File: src/hdl/rv_pkg.sv
// Shared RV64I definitions: opcodes, ALU/memory/branch encodings, control and commit structs
package rv_pkg;

  localparam int XLEN = 64;

  // Major opcodes
  localparam logic [6:0] OP_LUI    = 7'b0110111;
  localparam logic [6:0] OP_AUIPC  = 7'b0010111;
  localparam logic [6:0] OP_JAL    = 7'b1101111;
  localparam logic [6:0] OP_JALR   = 7'b1100111;
  localparam logic [6:0] OP_BRANCH = 7'b1100011;
  localparam logic [6:0] OP_LOAD   = 7'b0000011;
  localparam logic [6:0] OP_STORE  = 7'b0100011;
  localparam logic [6:0] OP_IMM    = 7'b0010011;
  localparam logic [6:0] OP_IMM32  = 7'b0011011;
  localparam logic [6:0] OP_REG    = 7'b0110011;
  localparam logic [6:0] OP_REG32  = 7'b0111011;
  localparam logic [6:0] OP_SYSTEM = 7'b1110011;

  localparam logic [31:0] INST_EBREAK = 32'h0010_0073;

  typedef enum logic [3:0] {
    ALU_ADD, ALU_SUB, ALU_SLL, ALU_SLT, ALU_SLTU, ALU_XOR,
    ALU_SRL, ALU_SRA, ALU_OR, ALU_AND, ALU_PASSB
  } alu_op_e;

  // Same values as the load/store funct3 field
  typedef enum logic [2:0] {
    MEM_B = 3'd0, MEM_H = 3'd1, MEM_W = 3'd2, MEM_D = 3'd3,
    MEM_BU = 3'd4, MEM_HU = 3'd5, MEM_WU = 3'd6
  } mem_op_e;

  typedef enum logic [3:0] {
    BR_NONE, BR_BEQ, BR_BNE, BR_BLT, BR_BGE, BR_BLTU, BR_BGEU, BR_JAL, BR_JALR
  } br_e;

  typedef struct packed {
    alu_op_e    alu_op;
    logic       a_sel_pc;   // pc as operand A
    logic       b_sel_imm;  // Immediate as operand B
    logic       word_cut;   // *W forms
    br_e        br;
    logic       mem_rd;
    logic       mem_wr;
    mem_op_e    mem_op;
    logic       reg_wr;
    logic [4:0] rd;
    logic       wb_pc4;     // Link value for jal/jalr
    logic       halt;
    logic       illegal;
  } ctrl_t;

  typedef struct packed {
    logic [XLEN-1:0] pc;
    logic [4:0]      rd;
    logic [XLEN-1:0] data;
  } commit_t;

endpackage

File: src/hdl/rv_exu.sv
// Execute unit: ALU, branch compare, next-pc choice and writeback select
`timescale 1ns/1ps

module rv_exu (
  input  logic [rv_pkg::XLEN-1:0] i_pc,
  input  logic [rv_pkg::XLEN-1:0] i_rs1,
  input  logic [rv_pkg::XLEN-1:0] i_rs2,
  input  logic [rv_pkg::XLEN-1:0] i_imm,
  input  rv_pkg::ctrl_t           i_ctrl,
  input  logic [rv_pkg::XLEN-1:0] i_load_data,
  output logic [rv_pkg::XLEN-1:0] o_alu_result,
  output logic [rv_pkg::XLEN-1:0] o_next_pc,
  output logic [rv_pkg::XLEN-1:0] o_wb_data
);

  import rv_pkg::*;

  logic [XLEN-1:0] op_a;
  logic [XLEN-1:0] op_b;
  logic [XLEN-1:0] alu_a;
  logic [XLEN-1:0] alu_r;
  logic [5:0]      shamt;
  logic [XLEN-1:0] pc4;
  logic [XLEN-1:0] br_tgt;
  logic            take;

  assign op_a   = i_ctrl.a_sel_pc ? i_pc : i_rs1;
  assign op_b   = i_ctrl.b_sel_imm ? i_imm : i_rs2;
  assign pc4    = i_pc + 64'd4;
  assign br_tgt = i_pc + i_imm;

  // Word forms shift only the low half
  always_comb begin
    alu_a = op_a;
    shamt = op_b[5:0];
    if (i_ctrl.word_cut) begin
      shamt = {1'b0, op_b[4:0]};
      alu_a = (i_ctrl.alu_op == ALU_SRA) ? {{32{op_a[31]}}, op_a[31:0]} : {32'b0, op_a[31:0]};
    end
  end

  always_comb begin
    unique case (i_ctrl.alu_op)
      ALU_SUB:   alu_r = alu_a - op_b;
      ALU_SLL:   alu_r = alu_a << shamt;
      ALU_SLT:   alu_r = {63'b0, $signed(alu_a) < $signed(op_b)};
      ALU_SLTU:  alu_r = {63'b0, alu_a < op_b};
      ALU_XOR:   alu_r = alu_a ^ op_b;
      ALU_SRL:   alu_r = alu_a >> shamt;
      ALU_SRA:   alu_r = $signed(alu_a) >>> shamt;
      ALU_OR:    alu_r = alu_a | op_b;
      ALU_AND:   alu_r = alu_a & op_b;
      ALU_PASSB: alu_r = op_b;
      default:   alu_r = alu_a + op_b;
    endcase
  end

  assign o_alu_result = i_ctrl.word_cut ? {{32{alu_r[31]}}, alu_r[31:0]} : alu_r;

  always_comb begin
    unique case (i_ctrl.br)
      BR_BEQ:  take = (i_rs1 == i_rs2);
      BR_BNE:  take = (i_rs1 != i_rs2);
      BR_BLT:  take = ($signed(i_rs1) < $signed(i_rs2));
      BR_BGE:  take = ($signed(i_rs1) >= $signed(i_rs2));
      BR_BLTU: take = (i_rs1 < i_rs2);
      BR_BGEU: take = (i_rs1 >= i_rs2);
      default: take = 1'b0;
    endcase
  end

  always_comb begin
    if (i_ctrl.halt || i_ctrl.illegal) begin
      o_next_pc = i_pc;  // Stay on the halting instruction
    end else if (i_ctrl.br == BR_JALR) begin
      o_next_pc = {o_alu_result[XLEN-1:1], 1'b0};
    end else if ((i_ctrl.br == BR_JAL) || take) begin
      o_next_pc = br_tgt;
    end else begin
      o_next_pc = pc4;
    end
  end

  assign o_wb_data = i_ctrl.mem_rd ? i_load_data : (i_ctrl.wb_pc4 ? pc4 : o_alu_result);

endmodule

File: config.mk
export PLATFORM = sky130hd
export DESIGN_NAME = rv_exu
export DESIGN_NICKNAME = d
export VERILOG_FILES = /design/src/hdl/rv_pkg.sv /design/src/hdl/rv_exu.sv
export SDC_FILE = /design/constraint.sdc
export NUM_CORES = 2
export LEC_CHECK = 0
export BUFFER_PORTS_ARGS = -buffer_cell sky130_fd_sc_hd__buf_2
export CAP_MARGIN = 20
export CORE_ASPECT_RATIO = 0.75
export CORE_MARGIN = 5
export CORE_UTILIZATION = 30
export DETAILED_ROUTE_END_ITERATION = 10
export RECOVER_POWER = 25
export SLEW_MARGIN = 5
export SYNTH_ARGS = -nofsm -noshare
export SYNTH_HDL_FRONTEND = slang
export SYNTH_SLANG_ARGS = --single-unit
File: constraint.sdc
create_clock -name vclk -period 7.8
set_input_delay 0.39 -clock vclk [all_inputs]
set_output_delay 0.39 -clock vclk [all_outputs]
set_load 0.05 [all_outputs]
* Yosys cells after proc, flatten, opt, wreduce, memory -nomap -nowiden *
Index checks and enable logic that the tools add are counted.

storage, ports and cells
  bits of input ports = 345
  output and inout bits = 192
  register bits after elaboration = 0
  word-level logic and storage cells = 51

cells by class
  bitwise gates (word level) = 3
  magnitude comparators = 6
  shift-type cells = 3
  reductions and logical operators = 2
  add/subtract/negate cells = 4
  mux-type cells = 13
  equal/unequal tests = 20

operator list
  cell                   count
  $mux 64                10
  $pmux 64 s10           1
  $lt 64x64->1           4
  $add 64x64->64         2
  $ge 64x64->1           2
  $add 64x3->64 const B  1
  $and 64x64->64         1
  $eq 64x64->1           1
  $ne 64x64->1           1
  $or 64x64->64          1
  $shl 64x6->64          1
  $shr 64x6->64          1
  $sshr 64x6->64         1
  $sub 64x64->64         1
  $xor 64x64->64         1
  $eq 4x3->1 const B     8
  $eq 4x2->1 const B     4
  $eq 4x4->1 const B     4
  $eq 4x1->1 const B     2
  $mux 6                 1
  $pmux 1 s6             1
  $logic_or 1x1->1       2

* Longest topological paths before layout *
  depth in word-level cells = 8
  mapped depth = 25
  depth with buffers taken out = 18

* Least setup slack after synthesis *
Ideal clock, no wire load.

  path kind = input to output
  start = input port i_ctrl[19] (netlist name)
  end = output port o_wb_data[50] (netlist name)
  cell stages on the path = 19
  arrival = 6,556 ps
  setup slack = 854 ps
  path buffers = 5
  cell sequence = buf_6 -> clkbuf_1 -> buf_1 -> clkbuf_1 -> clkbuf_1 -> mux2i_1 -> ha_1 -> or3_1 -> or3_1 -> nor4_2 -> o311ai_1 -> a31oi_1 -> nor3b_1 -> o31ai_1 -> xnor2_1 -> a21oi_1 -> o22ai_1 -> o21ai_0 -> o21ai_0

between the ends
  longest elaborated chain between the ends = 7
  elaborated cells on any way between the ends = 14

ends and longest elaborated chain
  element                                                                 line          RTL
  start: declaration                                                      rv_exu.sv:9   input rv_pkg::ctrl_t i_ctrl,
  $mux 64 (*)                                                             rv_exu.sv:28  assign op_b = i_ctrl.b_sel_imm ? i_imm : i_rs2;
  parallel branches: the longest is 2 deep, another holds $add 64x64->64  --
  $pmux 64 s10 (*)                                                        rv_exu.sv:43  unique case (i_ctrl.alu_op)
  $mux 64 (*)                                                             rv_exu.sv:58  assign o_alu_result = i_ctrl.word_cut ? {{32{alu_r[31]}}, alu_r[31:0]} : alu_r;
  net o_alu_result, one bit                                               rv_exu.sv:11  output logic [rv_pkg::XLEN-1:0] o_alu_result,
  $mux 64 (*) (2 in series)                                               rv_exu.sv:84  assign o_wb_data = i_ctrl.mem_rd ? i_load_data : (i_ctrl.wb_pc4 ? pc4 : o_alu_result);
  end: declaration                                                        rv_exu.sv:13  output logic [rv_pkg::XLEN-1:0] o_wb_data

Mark *: on every way through the listed nets, which the timed path passes.

* Worst setup path after layout *
  start = input port i_rs2[63] (netlist name)
  end = output port o_next_pc[58] (netlist name)

between the ends
  longest elaborated chain between the ends = 6
  elaborated cells on any way between the ends = 11

ends and longest elaborated chain
  element                               line          RTL
  start: declaration                    rv_exu.sv:7   input logic [rv_pkg::XLEN-1:0] i_rs2,
  $ge 64x64->1 (tied with other cells)  rv_exu.sv:67  BR_BGEU: take = (i_rs1 >= i_rs2);
  $pmux 1 s6 (*)                        rv_exu.sv:61  unique case (i_ctrl.br)
  $logic_or 1x1->1 (*)                  rv_exu.sv:77  end else if ((i_ctrl.br == BR_JAL) || take) begin
  $mux 64 (*)                           rv_exu.sv:77
  $mux 64 (*)                           rv_exu.sv:75  end else if (i_ctrl.br == BR_JALR) begin
  $mux 64 (*)                           rv_exu.sv:73  if (i_ctrl.halt || i_ctrl.illegal) begin
  end: declaration                      rv_exu.sv:12  output logic [rv_pkg::XLEN-1:0] o_next_pc,

Mark *: on every way between the ends. The rest lies on a longest branch, timed or not.

==> run summary <==
================================================================================
Status                                                              finished with violations
Failing checks                                                      capacitance limit, slew limit
Number of nets at the end of the flow                                       6203
Number of global-route vias before repair                                  42190
First-pass iteration count of the detailed router                              9
Starting density of the core                                              30.29%
Die Height                                                              295.5 µm
Syn Area/Cell                                                          6.310 µm²
Number of antenna violations at the first check in global routing             22
Buffers added on ports                                                       527
Num sequential                                                                 0
Number of hold buffers added after CTS                                         0
Critical-path maximum fanout                                                  22
Setup violations, final                                                        0
Worst hold-check path type                                          input port to output pin
Startpoint of the lowest-slack hold path                            i_load_data[18]
Arr. time, crit path                                                     7100 ps
Detailed Route WL                                                       240.2 mm
Worst setup SP type                                                   input port
Final-layout clock buffer total                                                0
Rows                                                                         104
WS Path Type                                                        input port to output pin
Worst-case setup margin in the final layout                             313.8 ps
Chain of cells forming the critical path                            buf_2 > inv_1 > ha_1 > nand4_1 > nor4_1 > nand3_1 > a211oi_1 > or4_1 > nor4b_1 > o211ai_1 > nand4_4 > nand2_2 > nor2_1 > and3b_1 > or4_1 > buf_2
Commonest non-fill, non-tap cell in the layout                      sky130_fd_sc_hd__nand2_1
Number of top-level design ports                                             537
Total nets after synthesis                                                  5835
Worst Setup Slack post-DPL                                              954.9 ps
Max cap viols                                                                  3
Layout Cells excl Fill                                                      6977
Drt drc                                                                        0
Required time of the worst setup path                                    7410 ps
Time the final worst path needs with I/O delays and setup                7486 ps
Number of max-slew violations in the final report                             14
Reg area                                                                   0 µm²
Fin Setup TNS                                                               0 ps
Relative slew slack                                                      -23.17%
Floorplan die area                                                    115400 µm²
Start point of the critical path                                       i_rs2[63]
Cells resized by post-CTS repair                                               0
Highest-count cells in the layout ignoring fill and taps            570 x sky130_fd_sc_hd__nand2_1, 530 x sky130_fd_sc_hd__nor2_1, 501 x sky130_fd_sc_hd__a21oi_1
Number of DRC markers after the initial detailed-route iteration            8237
Number of vias in the routed layout                                        47120
Post-synth design cell area                                            32600 µm²
Number of buffers inserted to repair setup after CTS                           0
Pin count of the biggest net entering global routing                          96
Global placement routability congestion                                    1.047
Mapped Cells                                                                5166
DP HPWL                                                                 199.1 mm
Die outline width                                                       390.6 µm
Cell variety after synth                                                     108
Placed insts                                                                6962
Number of nets with antenna violations after routing                           0
Sequential area share after synthesis                                         0%
Proportion of layout cells with a drive suffix above 1                    16.72%
Placeable core region                                                 107600 µm²
Wire length of the first global-routing pass                            328.5 mm
Aggregate global routing overflow                                              0
Final critical-path share of the clock period                             95.98%
Maximum cell stage delay along the critical path                         1510 ps
Routed length per placed instance                                       34.43 µm
Fillers                                                                    12150
Worst Hold Margin                                                        1166 ps
Setup repair after global routing missed its margin                        false
FMAX                                                                   133.6 MHz
Number of hold violations in the final report                                  0
Pin slew with the least headroom to its limit                            1831 ps
Global-route usage over all layers                                        38.95%
Synthesis-to-finish area growth                                           14.19%
Warnings, synthesis                                                            0
Worst-path cell with the longest stage delay                        sky130_fd_sc_hd__nor4_1
Kind of capture point of the worst setup path                         output pin
Via density per instance                                                   6.753
================================================================================
## metrics by stage
step	util, %	instance area, µm²
final	34.59	37220
after global routing	34.57	37210
after CTS	34.62	37250
after detailed placement	34.62	37250
after global placement	34.59	37220
after floorplan	-	32600
## final timing paths
check / to / slack [ps] / depth (start not counted)
worst max-delay path: o_next_pc[58] / 310 / 16
worst min-delay path: o_wb_data[18] / 1170 / 4
## critical path, delay by kind of cell
kind,cells,cell delay (ps)
and+or+nand+nor,10,4730
AOI/OAI and AO/OA,2,1000
adders and majority gates,1,570
buffers and inverters,3,380
## kinds of logic (layout without fill, tap and decap cells)
family | after synthesis | after routing | synth area share (%)
compound gates | 1955 | 1955 | 39.58
xor+xnor | 157 | 157 | 4.219
fa+ha+maj | 324 | 324 | 12.51
buf+inv | 684 | 1050 | 8.652
mux | 286 | 286 | 10.20
other cells | 0 | 14 | 0
simple gates | 1760 | 1760 | 24.84
## synthesized netlist by cell type, types with 34 or more instances
master | count | area (µm²)
sky130_fd_sc_hd__a211oi_1 | 98 | 735.7
sky130_fd_sc_hd__a21o_1 | 85 | 638.1
sky130_fd_sc_hd__a21oi_1 | 500 | 2502
sky130_fd_sc_hd__a221o_1 | 41 | 410.4
sky130_fd_sc_hd__a221oi_1 | 51 | 446.7
sky130_fd_sc_hd__a22oi_1 | 70 | 525.5
sky130_fd_sc_hd__a31oi_1 | 66 | 412.9
sky130_fd_sc_hd__and3_1 | 39 | 244.0
sky130_fd_sc_hd__buf_1 | 46 | 172.7
sky130_fd_sc_hd__buf_2 | 59 | 295.3
sky130_fd_sc_hd__clkbuf_1 | 245 | 919.6
sky130_fd_sc_hd__ha_1 | 321 | 4016
sky130_fd_sc_hd__inv_1 | 285 | 1070
sky130_fd_sc_hd__mux2_2 | 56 | 630.6
sky130_fd_sc_hd__mux2i_1 | 191 | 1912
sky130_fd_sc_hd__nand2_1 | 571 | 2143
sky130_fd_sc_hd__nand2b_1 | 38 | 237.7
sky130_fd_sc_hd__nand3_1 | 116 | 580.6
sky130_fd_sc_hd__nand4_1 | 86 | 538.0
sky130_fd_sc_hd__nor2_1 | 536 | 2012
sky130_fd_sc_hd__nor2b_1 | 48 | 300.3
sky130_fd_sc_hd__nor3_1 | 126 | 630.6
sky130_fd_sc_hd__nor4_1 | 61 | 381.6
sky130_fd_sc_hd__o211ai_1 | 88 | 660.6
sky130_fd_sc_hd__o21a_1 | 34 | 255.2
sky130_fd_sc_hd__o21ai_0 | 375 | 1877
sky130_fd_sc_hd__o21ai_1 | 36 | 180.2
sky130_fd_sc_hd__o21bai_1 | 58 | 435.4
sky130_fd_sc_hd__o221ai_1 | 41 | 359.1
sky130_fd_sc_hd__o22ai_1 | 93 | 581.8
sky130_fd_sc_hd__o31ai_1 | 43 | 322.8
sky130_fd_sc_hd__xnor2_1 | 94 | 823.3
sky130_fd_sc_hd__xor2_1 | 63 | 551.8
## layout make-up
| class | count | area [µm²] | area share [%] |
|---|---|---|---|
| tap | 1431 | 1790 | 4.811 |
| timing repair buffer | 746 | 4345 | 11.68 |
| multi-input combinational | 4482 | 29900 | 80.34 |
| inverter | 304 | 1145 | 3.076 |
| antenna | 14 | 35.03 | 0.09413 |
## layer usage
| metal | global-route usage [%] | vias to the layer above | part of all wire (%) |
|---|---|---|---|
| li1 | - | 20080 | - |
| met3 | 12.46 | 609 | 14 |
| met4 | 19.62 | 10 | 6.4 |
| met5 | 0.4848 | - | 0.052 |
| met1 | 54.06 | 22650 | 41 |
| met2 | 53.43 | 3766 | 38 |
