$ cat src/hdl/rv_pkg.sv
// Shared RV64I definitions: opcodes, ALU/memory/branch encodings, control and commit structs
package rv_pkg;

  localparam int XLEN = 64;

  // Major opcodes
  localparam logic [6:0] OP_LUI    = 7'b0110111;
  localparam logic [6:0] OP_AUIPC  = 7'b0010111;
  localparam logic [6:0] OP_JAL    = 7'b1101111;
  localparam logic [6:0] OP_JALR   = 7'b1100111;
  localparam logic [6:0] OP_BRANCH = 7'b1100011;
  localparam logic [6:0] OP_LOAD   = 7'b0000011;
  localparam logic [6:0] OP_STORE  = 7'b0100011;
  localparam logic [6:0] OP_IMM    = 7'b0010011;
  localparam logic [6:0] OP_IMM32  = 7'b0011011;
  localparam logic [6:0] OP_REG    = 7'b0110011;
  localparam logic [6:0] OP_REG32  = 7'b0111011;
  localparam logic [6:0] OP_SYSTEM = 7'b1110011;

  localparam logic [31:0] INST_EBREAK = 32'h0010_0073;

  typedef enum logic [3:0] {
    ALU_ADD, ALU_SUB, ALU_SLL, ALU_SLT, ALU_SLTU, ALU_XOR,
    ALU_SRL, ALU_SRA, ALU_OR, ALU_AND, ALU_PASSB
  } alu_op_e;

  // Same values as the load/store funct3 field
  typedef enum logic [2:0] {
    MEM_B = 3'd0, MEM_H = 3'd1, MEM_W = 3'd2, MEM_D = 3'd3,
    MEM_BU = 3'd4, MEM_HU = 3'd5, MEM_WU = 3'd6
  } mem_op_e;

  typedef enum logic [3:0] {
    BR_NONE, BR_BEQ, BR_BNE, BR_BLT, BR_BGE, BR_BLTU, BR_BGEU, BR_JAL, BR_JALR
  } br_e;

  typedef struct packed {
    alu_op_e    alu_op;
    logic       a_sel_pc;   // pc as operand A
    logic       b_sel_imm;  // Immediate as operand B
    logic       word_cut;   // *W forms
    br_e        br;
    logic       mem_rd;
    logic       mem_wr;
    mem_op_e    mem_op;
    logic       reg_wr;
    logic [4:0] rd;
    logic       wb_pc4;     // Link value for jal/jalr
    logic       halt;
    logic       illegal;
  } ctrl_t;

  typedef struct packed {
    logic [XLEN-1:0] pc;
    logic [4:0]      rd;
    logic [XLEN-1:0] data;
  } commit_t;

endpackage

$ cat src/hdl/rv_regfile.sv
// General register file, 32 x 64 bits, x0 reads as zero
`timescale 1ns/1ps

module rv_regfile (
  input  logic                    i_clk,
  input  logic                    i_we,
  input  logic [4:0]              i_rd,
  input  logic [rv_pkg::XLEN-1:0] i_wdata,
  input  logic [4:0]              i_rs1,
  input  logic [4:0]              i_rs2,
  output logic [rv_pkg::XLEN-1:0] o_rs1data,
  output logic [rv_pkg::XLEN-1:0] o_rs2data
);

  logic [rv_pkg::XLEN-1:0] regs [32];

  always_ff @(posedge i_clk) begin
    if (i_we && (i_rd != 5'd0)) begin
      regs[i_rd] <= i_wdata;
    end
  end

  // Entry 0 is never written
  assign o_rs1data = (i_rs1 == 5'd0) ? '0 : regs[i_rs1];
  assign o_rs2data = (i_rs2 == 5'd0) ? '0 : regs[i_rs2];

endmodule

$ cat src/hdl/rv_idu.sv
// Decode unit: control decoder, immediate generator and register file
`timescale 1ns/1ps

module rv_idu (
  input  logic                    i_clk,
  input  logic                    i_step,
  input  logic [31:0]             i_inst,
  input  logic [rv_pkg::XLEN-1:0] i_wb_data,
  output logic [rv_pkg::XLEN-1:0] o_rs1data,
  output logic [rv_pkg::XLEN-1:0] o_rs2data,
  output logic [rv_pkg::XLEN-1:0] o_imm,
  output rv_pkg::ctrl_t           o_ctrl
);

  import rv_pkg::*;

  logic [6:0]      opcode;
  logic [2:0]      funct3;
  logic [6:0]      funct7;
  logic [XLEN-1:0] imm_i;
  logic [XLEN-1:0] imm_s;
  logic [XLEN-1:0] imm_b;
  logic [XLEN-1:0] imm_u;
  logic [XLEN-1:0] imm_j;
  logic            is_reg;
  logic            is_word;

  assign opcode = i_inst[6:0];
  assign funct3 = i_inst[14:12];
  assign funct7 = i_inst[31:25];

  assign imm_i = {{52{i_inst[31]}}, i_inst[31:20]};
  assign imm_s = {{52{i_inst[31]}}, i_inst[31:25], i_inst[11:7]};
  assign imm_b = {{51{i_inst[31]}}, i_inst[31], i_inst[7], i_inst[30:25], i_inst[11:8], 1'b0};
  assign imm_u = {{32{i_inst[31]}}, i_inst[31:12], 12'b0};
  assign imm_j = {{43{i_inst[31]}}, i_inst[31], i_inst[19:12], i_inst[20], i_inst[30:21], 1'b0};

  assign is_reg  = (opcode == OP_REG) || (opcode == OP_REG32);
  assign is_word = (opcode == OP_IMM32) || (opcode == OP_REG32);

  always_comb begin
    o_ctrl    = '0;
    o_ctrl.rd = i_inst[11:7];
    o_imm     = imm_i;
    unique case (opcode)
      OP_LUI: begin
        o_ctrl.alu_op    = ALU_PASSB;
        o_ctrl.b_sel_imm = 1'b1;
        o_ctrl.reg_wr    = 1'b1;
        o_imm            = imm_u;
      end
      OP_AUIPC: begin
        o_ctrl.a_sel_pc  = 1'b1;
        o_ctrl.b_sel_imm = 1'b1;
        o_ctrl.reg_wr    = 1'b1;
        o_imm            = imm_u;
      end
      OP_JAL: begin
        o_ctrl.br     = BR_JAL;
        o_ctrl.wb_pc4 = 1'b1;
        o_ctrl.reg_wr = 1'b1;
        o_imm         = imm_j;
      end
      OP_JALR: begin
        o_ctrl.br        = BR_JALR;
        o_ctrl.b_sel_imm = 1'b1;  // ALU forms rs1+imm
        o_ctrl.wb_pc4    = 1'b1;
        o_ctrl.reg_wr    = 1'b1;
        o_ctrl.illegal   = (funct3 != 3'd0);
      end
      OP_BRANCH: begin
        o_imm = imm_b;
        case (funct3)
          3'd0:    o_ctrl.br = BR_BEQ;
          3'd1:    o_ctrl.br = BR_BNE;
          3'd4:    o_ctrl.br = BR_BLT;
          3'd5:    o_ctrl.br = BR_BGE;
          3'd6:    o_ctrl.br = BR_BLTU;
          3'd7:    o_ctrl.br = BR_BGEU;
          default: o_ctrl.illegal = 1'b1;
        endcase
      end
      OP_LOAD, OP_STORE: begin
        o_ctrl.b_sel_imm = 1'b1;
        o_ctrl.mem_rd    = (opcode == OP_LOAD);
        o_ctrl.reg_wr    = (opcode == OP_LOAD);
        o_ctrl.mem_wr    = (opcode == OP_STORE);
        o_ctrl.mem_op    = mem_op_e'(funct3);
        if (opcode == OP_STORE) begin
          o_imm = imm_s;
        end
        // No unsigned stores, no ldu
        o_ctrl.illegal = (funct3 == 3'd7) || ((opcode == OP_STORE) && funct3[2]);
      end
      OP_IMM, OP_IMM32, OP_REG, OP_REG32: begin
        o_ctrl.b_sel_imm = !is_reg;
        o_ctrl.word_cut  = is_word;
        o_ctrl.reg_wr    = 1'b1;
        case (funct3)
          3'd0:    o_ctrl.alu_op = (is_reg && funct7[5]) ? ALU_SUB : ALU_ADD;
          3'd1:    o_ctrl.alu_op = ALU_SLL;
          3'd2:    o_ctrl.alu_op = ALU_SLT;
          3'd3:    o_ctrl.alu_op = ALU_SLTU;
          3'd4:    o_ctrl.alu_op = ALU_XOR;
          3'd5:    o_ctrl.alu_op = funct7[5] ? ALU_SRA : ALU_SRL;
          3'd6:    o_ctrl.alu_op = ALU_OR;
          default: o_ctrl.alu_op = ALU_AND;
        endcase
        if (is_word && !(funct3 inside {3'd0, 3'd1, 3'd5})) begin
          o_ctrl.illegal = 1'b1;
        end
        if (is_reg && (funct7 != 7'h00) && !((funct7 == 7'h20) && (funct3 inside {3'd0, 3'd5}))) begin
          o_ctrl.illegal = 1'b1;
        end
      end
      OP_SYSTEM: begin
        o_ctrl.halt    = (i_inst == INST_EBREAK);
        o_ctrl.illegal = (i_inst != INST_EBREAK);  // ecall and CSR ops unsupported
      end
      default: o_ctrl.illegal = 1'b1;
    endcase
    // Unknown instructions leave no state behind
    if (o_ctrl.illegal) begin
      o_ctrl.reg_wr = 1'b0;
      o_ctrl.mem_wr = 1'b0;
      o_ctrl.mem_rd = 1'b0;
      o_ctrl.br     = BR_NONE;
    end
  end

  rv_regfile rv_regfile_inst (
    .i_clk     (i_clk),
    .i_we      (i_step && o_ctrl.reg_wr),
    .i_rd      (o_ctrl.rd),
    .i_wdata   (i_wb_data),
    .i_rs1     (i_inst[19:15]),
    .i_rs2     (i_inst[24:20]),
    .o_rs1data (o_rs1data),
    .o_rs2data (o_rs2data)
  );

endmodule

$ cat config.mk
export PLATFORM = sky130hd
export DESIGN_NAME = rv_idu
export DESIGN_NICKNAME = d
export VERILOG_FILES = /design/src/hdl/rv_pkg.sv /design/src/hdl/rv_regfile.sv /design/src/hdl/rv_idu.sv
export SDC_FILE = /design/constraint.sdc
export NUM_CORES = 2
export LEC_CHECK = 0
export ABC_CLOCK_PERIOD_IN_PS = 10250
export CAP_MARGIN = 20
export CORE_MARGIN = 8
export CORE_UTILIZATION = 60
export CTS_CLUSTER_DIAMETER = 150
export DETAILED_ROUTE_END_ITERATION = 7
export DONT_BUFFER_PORTS = 1
export GPL_ROUTABILITY_DRIVEN = 0
export PLACE_DENSITY = 0.76
export SLEW_MARGIN = 10
export SYNTH_ARGS = -nofsm -noshare
export SYNTH_HDL_FRONTEND = slang
export SYNTH_SLANG_ARGS = --single-unit
$ cat constraint.sdc
create_clock -name i_clk -period 10.25 [get_ports i_clk]
set_input_delay 3.075 -clock i_clk [delete_from_list [all_inputs] [get_ports i_clk]]
set_output_delay 3.075 -clock i_clk [all_outputs]
set_load 0.01 [all_outputs]
-- Yosys cells after proc, flatten, opt, wreduce, memory -nomap -nowiden
Memory sizes are Yosys's and may differ from the RTL's.
Index checks and enable logic that the tools add are counted.
- register bits after elaboration: 0
- latch bits: 0
- memory bits (writable): 2048
- memory bits (read-only): 0
- input port bits: 98
- output and inout port bits: 217
- logic and storage cells: 78
- memories: 1
- $add $sub $neg: 0
- multipliers: 0
- divide/modulo/power cells: 0
- magnitude comparators: 0
- equality and inequality tests: 22
- shift operators: 0
- muxes and demuxes: 25
- bitwise logic cells: 0
- reduce and logical (&&, ||, !) cells: 30
- memories (name ; words ; bits a word ; read ports ; clocked after Yosys merged registers in ; wr ports ; line ; text):
    rv_regfile_inst.regs ; 32 ; 64 ; 2 ; 0 ; 1 ; rv_regfile.sv:15 ; logic [rv_pkg::XLEN-1:0] regs [32];
- operators by type and width (kind ; number):
    64-bit 2-to-1 mux ; 2
    31-bit one-hot mux with 4 select lines ; 1
    7-bit by 6-bit == test with 1-bit output (second input constant) ; 5
    32-bit by 21-bit == test with 1-bit output (second input constant) ; 1
    32-bit by 21-bit != test with 1-bit output (second input constant) ; 1
    7-bit == test (second input constant) ; 4
    4-bit one-hot mux with 7 select lines ; 1
    7-bit by 5-bit == test with 1-bit output (second input constant) ; 3
    3-bit one-hot mux with 6 select lines ; 1
    3-bit == test (second input constant) ; 4
    1-bit 2-to-1 mux ; 12
    4-bit one-hot mux with 3 select lines ; 1
    5-bit zero test ; 2
    5-bit 2-to-1 mux ; 2
    1-bit logical AND ; 8
    4-bit one-hot mux with 2 select lines ; 1
    8-bit OR reduction ; 1
    7-bit by 2-bit == test with 1-bit output (second input constant) ; 1
    7-bit nonzero test ; 1
    3-bit by 2-bit == test with 1-bit output (second input constant) ; 2
    6-bit 2-to-1 mux ; 1
    1-bit one-hot mux with 6 select lines ; 1
    3-bit nonzero test ; 2
    2-bit OR reduction ; 3
    11 further kinds ; 16

-- Longest topological paths before layout
- depth after elaboration: 12
- depth in mapped cells: 10
- gate-level depth less buffers: 5

-- Modules after synthesis
From an unflattened synthesis, not the netlist that was laid out.
- cell total of the unflattened synthesis: 4778
- area, all modules: 95252.6 um^2
- by module, submodules not included (module ; instances ; cells an instance ; area an instance (um^2) ; sequential area each (um^2)):
    rv_regfile ; 1 ; 4565 ; 93960.1 ; 61499.0
    rv_idu ; 1 ; 213 ; 1292.5 ; 0.0

-- Worst setup path after synthesis
Ideal clock, no wire load.
- kind: input to register
- start point: in i_inst[12]
- end point: mem rv_regfile_inst.regs[10][0] in the netlist's numbering (enable)
- setup time: 565 ps
- arrival time: 8593 ps
- required time: 9685 ps
- path slack: 1092 ps
- stages on the path: 7
- path buffers: 2
- path through: clkbuf_1 nor2b_1 o31a_1 o211ai_1 o211ai_2 buf_2 nor3_1
- longest elaborated chain between the ends: 12
- elaborated cells between the ends (all ways): 26
- those cells by class: 6 x eq/ne; 7 x mux; 13 x reduce/logical
- RTL lines (what ; line ; text):
    from (decl) ; rv_idu.sv:7 ; input logic [31:0] i_inst,
    3-bit by 1-bit == test with 1-bit output, or another cell as far along ; rv_idu.sv:73, rv_idu.sv:109 ;
    3-bit nonzero test / 2-bit nonzero test (equally long branches) ; rv_idu.sv:109, rv_idu.sv:112 ;
    1-bit zero test / 1-bit logical AND (equally long branches) ; rv_idu.sv:109, rv_idu.sv:112 ;
    1-bit logical AND / 1-bit zero test (equally long branches) ; rv_idu.sv:109, rv_idu.sv:112 ;
    1-bit 2-to-1 mux / 1-bit logical AND (equally long branches) ; rv_idu.sv:109, rv_idu.sv:112 ;
    1-bit 2-to-1 mux ; rv_idu.sv:112 ; if (is_reg && (funct7 != 7'h00) && !((funct7 == 7'h20) && (funct3 inside {3'd0, 3'd5}))) begin
    1-bit one-hot mux with 6 select lines * ; rv_idu.sv:45 ; unique case (opcode)
    1-bit 2-to-1 mux * ; rv_idu.sv:123 ; if (o_ctrl.illegal) begin
    1-bit logical AND * ; rv_idu.sv:133 ; .i_we (i_step && o_ctrl.reg_wr),
    1-bit logical AND * ; rv_regfile.sv:18 ; if (i_we && (i_rd != 5'd0)) begin
    1-bit 2-to-1 mux * ; rv_regfile.sv:18 ;
    1-bit 2-to-1 mux (not written as such) * ; rv_regfile.sv:19 ; regs[i_rd] <= i_wdata;
    to (decl) ; rv_regfile.sv:15 ;
Every way passes the cells marked *; elsewhere a longest branch is shown, timed or not.

-- Worst setup path after layout
- start point: in i_inst[15]
- end point: out o_rs1data[40] in the netlist's numbering
- longest elaborated chain between the ends: 2
- elaborated cells between the ends (all ways): 3
- those cells by class: 1 x mux; 1 x reduce/logical; 1 x memory
- RTL lines (what ; line ; text):
    memory read 32 x 64 bit / 5-bit zero test (equally long branches) ; n/a ;
    64-bit 2-to-1 mux * ; rv_regfile.sv:24 ; assign o_rs1data = (i_rs1 == 5'd0) ? '0 : regs[i_rs1];
    to (decl) ; rv_idu.sv:9 ; output logic [rv_pkg::XLEN-1:0] o_rs1data,
Marked as above.

==> results.tsv <==
metric	value	unit
clock-pin transition on the worst setup and hold timing paths	0.06	ns
DR vias	54029	
Worst-Margin Slew	5.52	ns
Setup TNS	-134.87	ns
largest registers	rv_regfile_inst.regs: 2048 flops	
Total GRT Usage	0.315	
WL per Instance	39.3	um
final worst slack	-2.19	ns
Largest Register	rv_regfile_inst.regs	
top cells by area, synth	edfxtp_1 (65%), mux4_2 (23%), mux2i_1 (2.5%), mux2_2 (1.1%), a22oi_1 (1.1%)	
post-synthesis xor/xnor area fraction	0	
WHS Path Cells	0	
worst path cell trace	nor2_2 -> a21oi_1 -> and2_4 -> buf_16 -> a21oi_1 -> o21ai_0	
Core Rows	146	
worst setup path start	i_inst[15]	
status	finished with violations	
# DRC	0	
Yosys top cell by area	edfxtp_1	
synthesized cell area	0.0952	mm^2
P_leak	0.0326	uW
clk root buf	clkbuf_16	
Yosys warning count	0	
WL final	276000	um
commonest non-fill, non-tap cell in the layout	edfxtp_1	
CTS Buf Count	204	
Crit path top cell by count	a21oi_1	
Synth top area share	0.646	
crit start category	input pin	
Syn Area/Cell	19.7	um^2
Initial Utilization	0.602	
crit share post-route	1.21	
first-pass GRT wire length	393000	um
Final setup violation count	119	
largest family of logic cells by synthesized area	multiplexers	
critical path class	input pin to primary output	
CP max stage delay	2.16	ns
ANT nets after route	0	
Pins Over Slew Limit	1174	
vias per cell	7.69	
width of the die	414	um
max capacitance violation total	0	
Slew headroom	-2.68	
Tmin final	12.44	ns
max FFs per register	2048	
CTS H-tree lvls	4	
die height	414	um
initial antenna violation count	4	
CORE AREA	0.158	mm^2
placed cell area	0.0970	mm^2
power density over cell area	170	mW/mm^2
Fmax	80.4	MHz
Post-CTS Hold Fix Bufs	0	
Distinct cells, synth	58	
post-route cell area	0.104	mm^2
CP required	7.18	ns
commonest non-fill, non-tap cells in the layout	edfxtp_1 (2048), mux4_2 (967), mux2i_1 (234)	
Hold Crit Class	input pin to flip-flop	
RSZ-0062 raised after global routing	false	
adder-cell share of the synthesized area	0.000105	
hpwl dp	145000	um
Arr. time, crit path	9.36	ns
Top FF cell, synth	edfxtp_1	
CTS tree	yes	
global route total overflow	0	
multiplexer share of the synthesized area	0.264	
sequential share of the synthesized area	0.646	
DIE AREA	0.172	mm^2
Resize count post-CTS	0	
synthesis-to-layout area growth	8.82	%
worst setup path endpoint	o_rs1data[40]	
Nets	4878	
simple-gate area share of the yosys netlist	0.0211	
Crit. End Element	primary output	
Mapped Cells	4832	
layout cells sized above 1	0.305	
Ports	315	
vias in the first global route	54517	
setup bufs post-CTS	0	
flops & latches, synth	2048	
FF/Latch Area	0.0615	mm^2
port bufs	0	
crit path max fanout	522	
number of synthesized flops with an enable pin	2048	
clock sink count	2048	
fillers	9992	
Critical-path top delay cell	nor2_2	
Final Hold Fails	0	
compound-cell area share of the yosys netlist	0.0454	
footprint of the multi-input gates	0.0320	mm^2
Bufs on Longest Clock Path	3	
number of DRC markers in iteration 0	8527	
largest net degree at the start of global routing	528	
Worst IR Drop VDD	0.165	mV
failing checks	max-slew violations, negative setup slack	
Post-synth ARST share	0	
drt first pass iters	6	
[stage by stage]
step | total power [uW] | cells | hold WS [ns] | utilization | worst slack (ns)
6_report | 17700 | 7028 | 2.30 | 0.656 | -2.19
5_1_grt | 18000 | 7027 | 2.26 | 0.656 | 1.34
4_1_cts | 17600 | 7027 | 2.24 | 0.656 | 1.68
3_5_place_dp | 10400 | 6646 | 3.18 | 0.614 | 1.66
3_3_place_gp | 10400 | 6645 | 3.18 | 0.614 | 1.55
2_1_floorplan | 10400 | 4895 | 3.17 | - | 1.09
[area by class of cell]
class,instances,area share
antenna,1,0.0000242
clock buffer,259,0.0513
clock inverter,122,0.0120
inverter,8,0.000302
multi-input combinational,2402,0.309
sequential,2048,0.594
tap,2072,0.0250
timing repair buffer,116,0.00908
[where the power goes]
part           switching (uW)  total (uW)  internal [uW]  leakage, uW
Clock                    3240        7330           4100      0.00319
Sequential               9.98        9250           9240       0.0185
Combinational             478        1080            603       0.0110
[critical path, delay by kind of cell]
family | cells | cell delay [ns]
simple gates | 2 | 2.61
compound gates | 3 | 0.86
buf+inv | 1 | 0.29
[logic make-up after synthesis]
kind of cell               count (synthesis)
adders and majority gates                  1
DFF                                     2048
other                                      1
AOI/OAI and AO/OA                        625
and+or+nand+nor                          420
buffers and inverters                    445
muxes                                   1292
[synth_stat cells, types with 3 or more instances]
master and number:
o211ai_1 7, nor4_1 6, a221oi_1 61, a211oi_1 9, and3_1 11, nor3_1 48
edfxtp_1 2048, o221ai_1 5, o31ai_1 4, nor2_1 108, a21o_1 41, mux2i_1 234
nand2b_1 13, mux2_2 91, a221o_1 9, nor2b_1 23, buf_6 12, nand2_1 97
buf_2 133, o21ai_0 102, and3b_1 3, buf_1 43, clkbuf_1 174, a311oi_1 4
a21oi_1 102, inv_1 8, a22o_1 59, nand3_1 69, a31oi_1 9, o22ai_1 49
a22oi_1 136, a32o_1 3, nor3b_1 5, a32oi_1 4, nand4_1 6, buf_4 75
o21a_1 9, mux4_2 967, and2_1 18, o311ai_0 5
[worst min-delay path by stage]
stage / slack (ns) / start / endpoint
2_1_floorplan: 3.17 / i_wb_data[0] / rv_regfile_inst.regs[0][0]
3_3_place_gp: 3.18 / i_wb_data[4] / rv_regfile_inst.regs[0][4]
3_5_place_dp: 3.18 / i_wb_data[41] / rv_regfile_inst.regs[0][41]
4_1_cts: 2.24 / i_wb_data[21] / rv_regfile_inst.regs[2][21]
5_1_grt: 2.26 / i_wb_data[14] / rv_regfile_inst.regs[2][14]
6_report: 2.30 / i_wb_data[14] / rv_regfile_inst.regs[2][14]
[per-layer routing]
layer,up-vias,share of wire,global-route usage
li1,20742,-,-
met1,28329,0.33,0.410
met2,4191,0.48,0.505
met3,767,0.12,0.0748
met4,0,0.059,0.159
met5,-,0,0
Power figures use the tool's default switching activity.
